### config.mk
export PLATFORM = sky130hd
export DESIGN_NAME = sd_spi_hub
export DESIGN_NICKNAME = d
export VERILOG_FILES = /design/src/rtl/sd_hub_pkg.sv /design/src/rtl/avr_sd_port.sv /design/src/rtl/sd_owner_mux.sv /design/src/rtl/sd_spi_hub.sv /design/src/rtl/spi_shifter.sv /design/src/rtl/zx_sd_port.sv
export SDC_FILE = /design/constraint.sdc
export NUM_CORES = 1
export LEC_CHECK = 0
export BUFFER_PORTS_ARGS = -buffer_cell sky130_fd_sc_hd__buf_2
export CAP_MARGIN = 30
export CORE_MARGIN = 10
export CORE_UTILIZATION = 60
export CTS_BUF_LIST = sky130_fd_sc_hd__clkbuf_8
export CTS_CLUSTER_DIAMETER = 30
export CTS_CLUSTER_SIZE = 12
export DETAILED_ROUTE_END_ITERATION = 8
export HOLD_SLACK_MARGIN = 0.02
export PLACE_DENSITY = 0.95
export SETUP_SLACK_MARGIN = 0.5
export SYNTH_ARGS = -nofsm -noshare
export SYNTH_HDL_FRONTEND = slang
export SYNTH_SLANG_ARGS = --single-unit
### constraint.sdc
create_clock -name fclk -period 4.5 [get_ports fclk]
set_clock_uncertainty 0.15 [all_clocks]
set_input_delay 0.45 -clock fclk [delete_from_list [all_inputs] [get_ports fclk]]
set_output_delay 0.45 -clock fclk [all_outputs]
set_load 0.1 [all_outputs]
### src/rtl/sd_hub_pkg.sv
/*
 * sd card hub shared definitions
 * transfer command word, owner encoding and byte width
 */

`default_nettype none

package sd_hub_pkg;

	// width of one spi transfer byte
	localparam int BYTE_W = 8;

	// command word from one side port toward the combiner
	typedef struct packed
	{
		logic              cs_n;
		logic              start;
		logic [BYTE_W-1:0] data;
	} sd_cmd_t;

	// which master owns the card or the byte in flight
	typedef enum logic
	{
		OWNER_ZX  = 1'b0,
		OWNER_AVR = 1'b1
	} sd_owner_t;

endpackage

`default_nettype wire

### src/rtl/avr_sd_port.sv
/*
 * microcontroller side sd port
 * card lock, chip select, byte starts and the read-back byte
 */

`timescale 1ns/10ps
`default_nettype none

module avr_sd_port
(
	input  logic                           fclk,
	input  logic                           reset,
	input  logic                           avr_lock_claim,
	input  logic                           avr_cs_n,
	input  logic                           avr_start,
	input  logic [sd_hub_pkg::BYTE_W-1:0]  avr_datain,
	input  logic                           busy,
	input  logic                           shift_start,
	input  logic                           avr_done,
	input  logic [sd_hub_pkg::BYTE_W-1:0]  rx_data,
	output sd_hub_pkg::sd_cmd_t            avr_cmd,
	output logic                           avr_lock_grant,
	output logic [sd_hub_pkg::BYTE_W-1:0]  avr_dataout
);

	logic                          cs_n_reg;
	logic                          start_reg;
	logic [sd_hub_pkg::BYTE_W-1:0] data_reg;

	//////////////////////////////
	// lock
	//////////////////////////////

	// grant waits for an idle shifter, release is immediate
	always_ff @(posedge fclk)
	begin
		if (reset)
			avr_lock_grant <= 1'b0;
		else if (!avr_lock_claim)
			avr_lock_grant <= 1'b0;
		else if (!shift_start && !busy)
			avr_lock_grant <= 1'b1;
	end

	//////////////////////////////
	// command capture
	//////////////////////////////

	always_ff @(posedge fclk)
	begin
		if (reset)
		begin
			cs_n_reg  <= 1'b1;
			start_reg <= 1'b0;
		end
		else
		begin
			cs_n_reg  <= avr_cs_n;
			start_reg <= avr_start;
		end
	end

	always_ff @(posedge fclk)
	begin
		if (avr_start)
			data_reg <= avr_datain;
	end

	// result of the last microcontroller transfer
	always_ff @(posedge fclk)
	begin
		if (reset)
			avr_dataout <= '1;
		else if (avr_done)
			avr_dataout <= rx_data;
	end

	always_comb
	begin
		avr_cmd.cs_n  = cs_n_reg;
		avr_cmd.start = start_reg;
		avr_cmd.data  = data_reg;
	end

endmodule

`default_nettype wire

### src/rtl/sd_owner_mux.sv
/*
 * sd command combiner
 * picks the owning side, gates its starts and routes done back
 */

`timescale 1ns/10ps
`default_nettype none

module sd_owner_mux
(
	input  logic                           fclk,
	input  logic                           reset,
	input  sd_hub_pkg::sd_cmd_t            zx_cmd,
	input  sd_hub_pkg::sd_cmd_t            avr_cmd,
	input  logic                           avr_lock_grant,
	input  logic                           busy,
	input  logic                           done,
	output logic                           sdcs_n,
	output logic                           shift_start,
	output logic [sd_hub_pkg::BYTE_W-1:0]  shift_data,
	output logic                           zx_done,
	output logic                           avr_done
);

	sd_hub_pkg::sd_owner_t owner;
	sd_hub_pkg::sd_owner_t xfer_owner;
	sd_hub_pkg::sd_cmd_t   sel_cmd;

	// the grant alone decides who owns the card
	always_comb
	begin
		if (avr_lock_grant)
			owner = sd_hub_pkg::OWNER_AVR;
		else
			owner = sd_hub_pkg::OWNER_ZX;
	end

	always_comb
	begin
		if (owner == sd_hub_pkg::OWNER_AVR)
			sel_cmd = avr_cmd;
		else
			sel_cmd = zx_cmd;
	end

	assign sdcs_n      = sel_cmd.cs_n;
	// starts from the other side or on a busy shifter are lost
	assign shift_start = sel_cmd.start & ~busy;
	assign shift_data  = sel_cmd.data;

	// owner of the byte in flight, survives a lock release
	always_ff @(posedge fclk)
	begin
		if (reset)
			xfer_owner <= sd_hub_pkg::OWNER_ZX;
		else if (shift_start)
			xfer_owner <= owner;
	end

	assign zx_done  = done & (xfer_owner == sd_hub_pkg::OWNER_ZX);
	assign avr_done = done & (xfer_owner == sd_hub_pkg::OWNER_AVR);

endmodule

`default_nettype wire

### src/rtl/sd_spi_hub.sv
/*
 * shared sd card spi hub
 * z80 port and microcontroller port share one shifter
 */

`timescale 1ns/10ps
`default_nettype none

module sd_spi_hub
#(
	parameter int HALF_PERIOD = 2
)
(
	input  logic                           fclk,
	input  logic                           reset,
	// z80 side
	input  logic                           zx_cs_n_val,
	input  logic                           zx_cs_n_stb,
	input  logic                           zx_start,
	input  logic [sd_hub_pkg::BYTE_W-1:0]  zx_datain,
	output logic [sd_hub_pkg::BYTE_W-1:0]  zx_dataout,
	// microcontroller side
	input  logic                           avr_lock_claim,
	input  logic                           avr_cs_n,
	input  logic                           avr_start,
	input  logic [sd_hub_pkg::BYTE_W-1:0]  avr_datain,
	output logic                           avr_lock_grant,
	output logic [sd_hub_pkg::BYTE_W-1:0]  avr_dataout,
	// card pins
	output logic                           sdcs_n,
	output logic                           sdclk,
	output logic                           sddo,
	input  logic                           sddi,
	output logic                           sd_busy
);

	sd_hub_pkg::sd_cmd_t           zx_cmd;
	sd_hub_pkg::sd_cmd_t           avr_cmd;
	logic                          shift_start;
	logic [sd_hub_pkg::BYTE_W-1:0] shift_data;
	logic [sd_hub_pkg::BYTE_W-1:0] rx_data;
	logic                          done;
	logic                          zx_done;
	logic                          avr_done;

	zx_sd_port zx_sd_port_inst
	(
		.fclk        (fclk),
		.reset       (reset),
		.zx_cs_n_val (zx_cs_n_val),
		.zx_cs_n_stb (zx_cs_n_stb),
		.zx_start    (zx_start),
		.zx_datain   (zx_datain),
		.zx_done     (zx_done),
		.rx_data     (rx_data),
		.zx_cmd      (zx_cmd),
		.zx_dataout  (zx_dataout)
	);

	avr_sd_port avr_sd_port_inst
	(
		.fclk           (fclk),
		.reset          (reset),
		.avr_lock_claim (avr_lock_claim),
		.avr_cs_n       (avr_cs_n),
		.avr_start      (avr_start),
		.avr_datain     (avr_datain),
		.busy           (sd_busy),
		.shift_start    (shift_start),
		.avr_done       (avr_done),
		.rx_data        (rx_data),
		.avr_cmd        (avr_cmd),
		.avr_lock_grant (avr_lock_grant),
		.avr_dataout    (avr_dataout)
	);

	sd_owner_mux sd_owner_mux_inst
	(
		.fclk           (fclk),
		.reset          (reset),
		.zx_cmd         (zx_cmd),
		.avr_cmd        (avr_cmd),
		.avr_lock_grant (avr_lock_grant),
		.busy           (sd_busy),
		.done           (done),
		.sdcs_n         (sdcs_n),
		.shift_start    (shift_start),
		.shift_data     (shift_data),
		.zx_done        (zx_done),
		.avr_done       (avr_done)
	);

	spi_shifter
	#(
		.HALF_PERIOD (HALF_PERIOD)
	)
	spi_shifter_inst
	(
		.fclk        (fclk),
		.reset       (reset),
		.shift_start (shift_start),
		.shift_data  (shift_data),
		.sddi        (sddi),
		.sdclk       (sdclk),
		.sddo        (sddo),
		.busy        (sd_busy),
		.done        (done),
		.rx_data     (rx_data)
	);

endmodule

`default_nettype wire

### src/rtl/spi_shifter.sv
/*
 * spi mode 0 byte shifter, msb first
 * sdclk half period set by HALF_PERIOD in fclk cycles
 */

`timescale 1ns/10ps
`default_nettype none

module spi_shifter
#(
	parameter int HALF_PERIOD = 2
)
(
	input  logic                           fclk,
	input  logic                           reset,
	input  logic                           shift_start,
	input  logic [sd_hub_pkg::BYTE_W-1:0]  shift_data,
	input  logic                           sddi,
	output logic                           sdclk,
	output logic                           sddo,
	output logic                           busy,
	output logic                           done,
	output logic [sd_hub_pkg::BYTE_W-1:0]  rx_data
);

	localparam int DIV_W = (HALF_PERIOD > 1) ? $clog2(HALF_PERIOD) : 1;
	localparam int BIT_W = $clog2(sd_hub_pkg::BYTE_W);

	logic [DIV_W-1:0]              div_cnt;
	logic [BIT_W-1:0]              bit_cnt;
	logic [sd_hub_pkg::BYTE_W-1:0] shreg;

	logic half_end;

	assign half_end = (div_cnt == DIV_W'(HALF_PERIOD - 1));

	//////////////////////////////
	// control and waveform
	//////////////////////////////

	always_ff @(posedge fclk)
	begin
		if (reset)
		begin
			busy    <= 1'b0;
			done    <= 1'b0;
			sdclk   <= 1'b0;
			sddo    <= 1'b0;
			div_cnt <= '0;
			bit_cnt <= '0;
		end
		else
		begin
			done <= 1'b0;
			if (!busy)
			begin
				if (shift_start)
				begin
					// first bit goes out before the first rising edge
					busy    <= 1'b1;
					sddo    <= shift_data[sd_hub_pkg::BYTE_W-1];
					div_cnt <= '0;
					bit_cnt <= '0;
				end
			end
			else if (!half_end)
				div_cnt <= div_cnt + 1'b1;
			else
			begin
				div_cnt <= '0;
				sdclk   <= ~sdclk;
				if (sdclk)
				begin
					if (bit_cnt == BIT_W'(sd_hub_pkg::BYTE_W - 1))
					begin
						busy <= 1'b0;
						done <= 1'b1;
					end
					else
					begin
						bit_cnt <= bit_cnt + 1'b1;
						// next tx bit while sdclk is low
						sddo    <= shreg[sd_hub_pkg::BYTE_W-1];
					end
				end
			end
		end
	end

	// loads on start, shifts in sddi on each rising sdclk
	always_ff @(posedge fclk)
	begin
		if (!busy && shift_start)
			shreg <= shift_data;
		else if (busy && half_end && !sdclk)
			shreg <= {shreg[sd_hub_pkg::BYTE_W-2:0], sddi};
	end

	assign rx_data = shreg;

endmodule

`default_nettype wire

### src/rtl/zx_sd_port.sv
/*
 * z80 side sd port
 * holds chip select, captures byte starts and keeps the read-back byte
 */

`timescale 1ns/10ps
`default_nettype none

module zx_sd_port
(
	input  logic                           fclk,
	input  logic                           reset,
	input  logic                           zx_cs_n_val,
	input  logic                           zx_cs_n_stb,
	input  logic                           zx_start,
	input  logic [sd_hub_pkg::BYTE_W-1:0]  zx_datain,
	input  logic                           zx_done,
	input  logic [sd_hub_pkg::BYTE_W-1:0]  rx_data,
	output sd_hub_pkg::sd_cmd_t            zx_cmd,
	output logic [sd_hub_pkg::BYTE_W-1:0]  zx_dataout
);

	logic                          cs_n_reg;
	logic                          start_reg;
	logic [sd_hub_pkg::BYTE_W-1:0] data_reg;

	// chip select only moves on its strobe
	always_ff @(posedge fclk)
	begin
		if (reset)
		begin
			cs_n_reg  <= 1'b1;
			start_reg <= 1'b0;
		end
		else
		begin
			if (zx_cs_n_stb)
				cs_n_reg <= zx_cs_n_val;
			start_reg <= zx_start;
		end
	end

	// byte to send, taken with the start
	always_ff @(posedge fclk)
	begin
		if (zx_start)
			data_reg <= zx_datain;
	end

	// read-back of the last z80 transfer
	always_ff @(posedge fclk)
	begin
		if (reset)
			zx_dataout <= '1;
		else if (zx_done)
			zx_dataout <= rx_data;
	end

	always_comb
	begin
		zx_cmd.cs_n  = cs_n_reg;
		zx_cmd.start = start_reg;
		zx_cmd.data  = data_reg;
	end

endmodule

`default_nettype wire

After elaboration in Yosys (flattened, before gate mapping):

Index checks and enable logic that the tools add are counted.
Widths: inputs -> output; s select.

* ROM bits: 0
* bits of input ports: 25
* memories kept: 0
* latch bits: 0
* flip-flop bits (word level): 54
* memory bits (writable): 0

* $add $sub $neg: 2
* multipliers: 0
* shift-type cells: 0
* multiplexer cells: 23
* $lt $le $gt $ge: 0
* eq/ne operators: 4
* bitwise logic cells: 8
* reductions and logical operators: 13
* div/mod/pow operators: 0

Operators with widths (count)
* $mux 8: 2
* $mux 1: 15
* $mux 3: 5
* $mux 10: 1
* $not 1->1: 5
* $logic_and 1x1->1: 4
* $ne 2x2->1 const B: 2
* $reduce_and 4->1: 1
* $reduce_bool 2->1: 2
* $reduce_or 4->1: 1
* $add 3x1->3 const B: 1
* $and 1x1->1: 3
* $eq 3x3->1 const B: 1
* $logic_not 1->1: 3
* $ne 2x1->1 const B: 1
* $reduce_and 2->1: 1
* $reduce_or 2->1: 1
* $add 1x1->1 const B: 1

Logic depth before layout (Yosys ltp):

* word-level depth: 5
* mapped depth: 5
* mapped depth without buffers: 5

Modules after synthesis:

A second synthesis with hierarchy kept.

* cells, all modules: 160
* area, all modules: 2195.9 um^2

By module, submodules not included
* spi_shifter: cells an instance 56, area each 725.7 um^2, seq. area each 400.4 um^2, times used 1
* avr_sd_port: cells an instance 43, area each 648.1 um^2, seq. area each 460.4 um^2, times used 1
* zx_sd_port: cells an instance 41, area each 619.3 um^2, seq. area each 440.4 um^2, times used 1
* sd_owner_mux: cells an instance 20, area each 202.7 um^2, seq. area each 20.0 um^2, times used 1

Worst setup path before layout:

OpenSTA, ideal clock, no wires.

* path type: register -> output
* start: reg avr_sd_port_inst.avr_lock_grant
* end: out sdcs_n
* data arrival time: 2.114 ns
* data required time: 3.900 ns
* stages on the path, launching flop included: 3
* slack: 1.786 ns
* path through: dfxtp_1 -> buf_2 -> mux2_1

* longest elaborated chain between the ends: 2

Ends and longest elaborated chain
* from (decl): line avr_sd_port.sv:22 `output logic avr_lock_grant,`
* from (signal assigned): line avr_sd_port.sv:38 `avr_lock_grant <= 1'b0;`
* from (signal assigned): line avr_sd_port.sv:40 `avr_lock_grant <= 1'b0;`
* from (signal assigned): line avr_sd_port.sv:42 `avr_lock_grant <= 1'b1;`
* $mux 1: line sd_owner_mux.sv:32 `if (avr_lock_grant)`
* $mux 10: line sd_owner_mux.sv:40 `if (owner == sd_hub_pkg::OWNER_AVR)`
* to (decl): line sd_spi_hub.sv:30 `output logic sdcs_n,`

No other way between the ends.

Worst setup path after layout:

Ends and elaborated chain as after synthesis.

==> summary.txt <==
die area: 6330 µm²
CTS HTree Levels: 2
largest cells by area after synthesis: edfxtp_1 34%, dfxtp_1 28%, mux2_4 4.9%
Final Cycle Share: 0.513
num rows: 21
Max-cap violations: 0
YS warnings: 0
top cells by count, synth: 30 x dfxtp_1, 24 x edfxtp_1, 24 x nand2_1
top-count cell post-synth: dfxtp_1
syn nets: 193
clock sinks: 54
antenna-violating nets left: 0
post-DP HPWL: 2940 µm
Initial Util: 0.628
RSZ-0062 raised after global routing: no
Setup TNS: 0 ns
I/O Buffers: 45
Longest Clk Path Bufs: 2
number of synthesized flops with an enable pin: 24
CTS tree: yes
Reg clk slew, reported paths: 0.08 ns
Critical Path Fanout Max: 13
Hold WC Path Type: in -> reg
root buf cell: clkbuf_8
Cells after Synth: 166
Slew Limit Fails: 0
# IOs: 46
design area: 2460 µm²
peak supply drop: 301 µV
gpl congestion: 0.745
pre-CTS setup slack: 2.42 ns
Setup violations, final: 0
Rel. slew slack: 0.382
DP Area: 2370 µm²
vias in the first global route: 1,332
initial antenna violation count: 0
Main synth FF type: dfxtp_1
CP Class: reg -> out
cell accounting for the most synthesized area: edfxtp_1
#FFs+latches synth: 54
post-CTS sizing: 0
number of buffers created by CTS: 5
asr flop ratio synth: 0
All-Layer GR Usage: 0.123
Nets: 237
worst r2r path cells: 2
DRT Wirelength: 3840 µm
Yosys top cell area share: 0.338
P&R area growth vs syn: 15.6%
Die Height: 79.6 µm
Achievable Freq: 0.433 GHz
CP arrival: 1.71 ns
Iteration-0 DRC Markers: 88
largest net degree at the start of global routing: 23
Synth Cell Area: 2130 µm²
routed vias/inst: 5.20
Die W: 79.6 µm
Lkg Pwr: 1.02 nW
first-pass GRT wire length: 6280 µm
Synth cell types: 31
DRC: 0
Syn Area/Cell: 12.8 µm²
Worst Path Required: 3.90 ns
share of layout cells above drive strength 1: 0.341
setup bufs post-CTS: 0
remaining global-route overflow: 0
Pre-antenna DRT Iters: 4
Least-Margin Pin Slew: 0.926 ns
post-route setup slack: 2.19 ns
post-synthesis sequential area ratio: 0.620
routed length per instance: 15.0 µm
Min-Delay Path Depth: 1
Power per Cell Area: 368 nW/µm²
status: finished clean
post-layout minimum cycle time: 2.31 ns
DR vias: 1,337
hold buffers post-CTS: 0
core outline area: 3390 µm²
Final Hold Violating Endpoints: 0
antenna cell count: 0
Worst setup SP type: register
clk_lat worst skew: 0.30 ns
Setup crit end kind: primary output
-- cells by family (layout without fill, tap and decap cells) --
group | Yosys count | count (layout) | share of synthesized area
compound gates | 13 | 13 | 0.0370
xor+xnor | 1 | 1 | 0.00411
fa+ha+maj | 2 | 2 | 0.0117
buf+inv | 11 | 56 | 0.0247
flops | 54 | 54 | 0.620
mux | 28 | 28 | 0.160
simple gates | 57 | 57 | 0.142
-- power by group --
part | total (mW) | internal (mW) | switching [mW] | leakage [nW]
clock network | 0.263 | 0.122 | 0.141 | 0.0524
registers | 0.558 | 0.538 | 0.0198 | 0.475
logic | 0.0849 | 0.0370 | 0.0479 | 0.496
total | 0.906 | 0.697 | 0.209 | 1.02
-- worst max-delay path: stages (launching register included) --
cell,delay (ns)
dfxtp_1,0.74
mux2_1,0.37
buf_2,0.29
-- path summary, 6_finish.rpt --
check / start / end / slack, ns
worst max-delay path: avr_sd_port_inst.avr_lock_grant / sdcs_n / 2.19
worst min-delay path: zx_datain[7] / zx_sd_port_inst.data_reg[7] / 0.17
worst max register to register: avr_sd_port_inst.avr_lock_grant / spi_shifter_inst.rx_data[0] / 2.43
worst min register to register: avr_sd_port_inst.avr_dataout[3] / avr_sd_port_inst.avr_dataout[3] / 0.32
-- per-layer routing --
metal	wire [µm]	up-vias	GRT usage
li1	-	675	-
met4	33	0	0.0323
met2	1790	42	0.195
met3	329	4	0.0608
met1	1690	616	0.144
met5	0	-	0
-- placed cells by master, fill, tap and decap left out --
cell type and n:
a21oi_1 4, and3_1 1, and4b_1 1, buf_2 45, clkbuf_8 6, clkinv_2 1
dfxtp_1 30, edfxtp_1 24, ha_1 2, inv_1 3, inv_2 1, mux2_1 2
mux2_2 8, mux2_4 7, mux2i_1 10, mux2i_4 1, nand2_1 24, nand2b_1 2
nand3_1 17, nand4_1 1, nand4b_4 1, nor2_1 3, nor2_8 1, nor2b_1 4
o211a_1 1, o211ai_1 3, o21ai_1 4, o22ai_1 1, or2_2 1, or3_1 1
xor2_1 1
-- per-stage QoR --
step | util | instances | hold slack, ns | power, mW
finish | 0.726 | 257 | 0.172 | 0.906
global route | 0.726 | 257 | 0.156 | 0.940
CTS | 0.726 | 257 | 0.157 | 0.916
detailed placement | 0.700 | 249 | 0.303 | 0.655
global placement | 0.700 | 249 | 0.296 | 0.652
floorplan | - | 166 | 0.284 | 0.630
-- cell type report --
class | count | area [µm²]
clock buffers | 6 | 82.6
clock inverters | 2 | 8.76
fillers | 231 | 927
inverters | 3 | 11.3
multi-input cells | 101 | 756
flip-flops and latches | 54 | 1320
well taps | 46 | 57.6
repair buffers | 45 | 225
No activity file was read; power rests on OpenSTA's default activity.
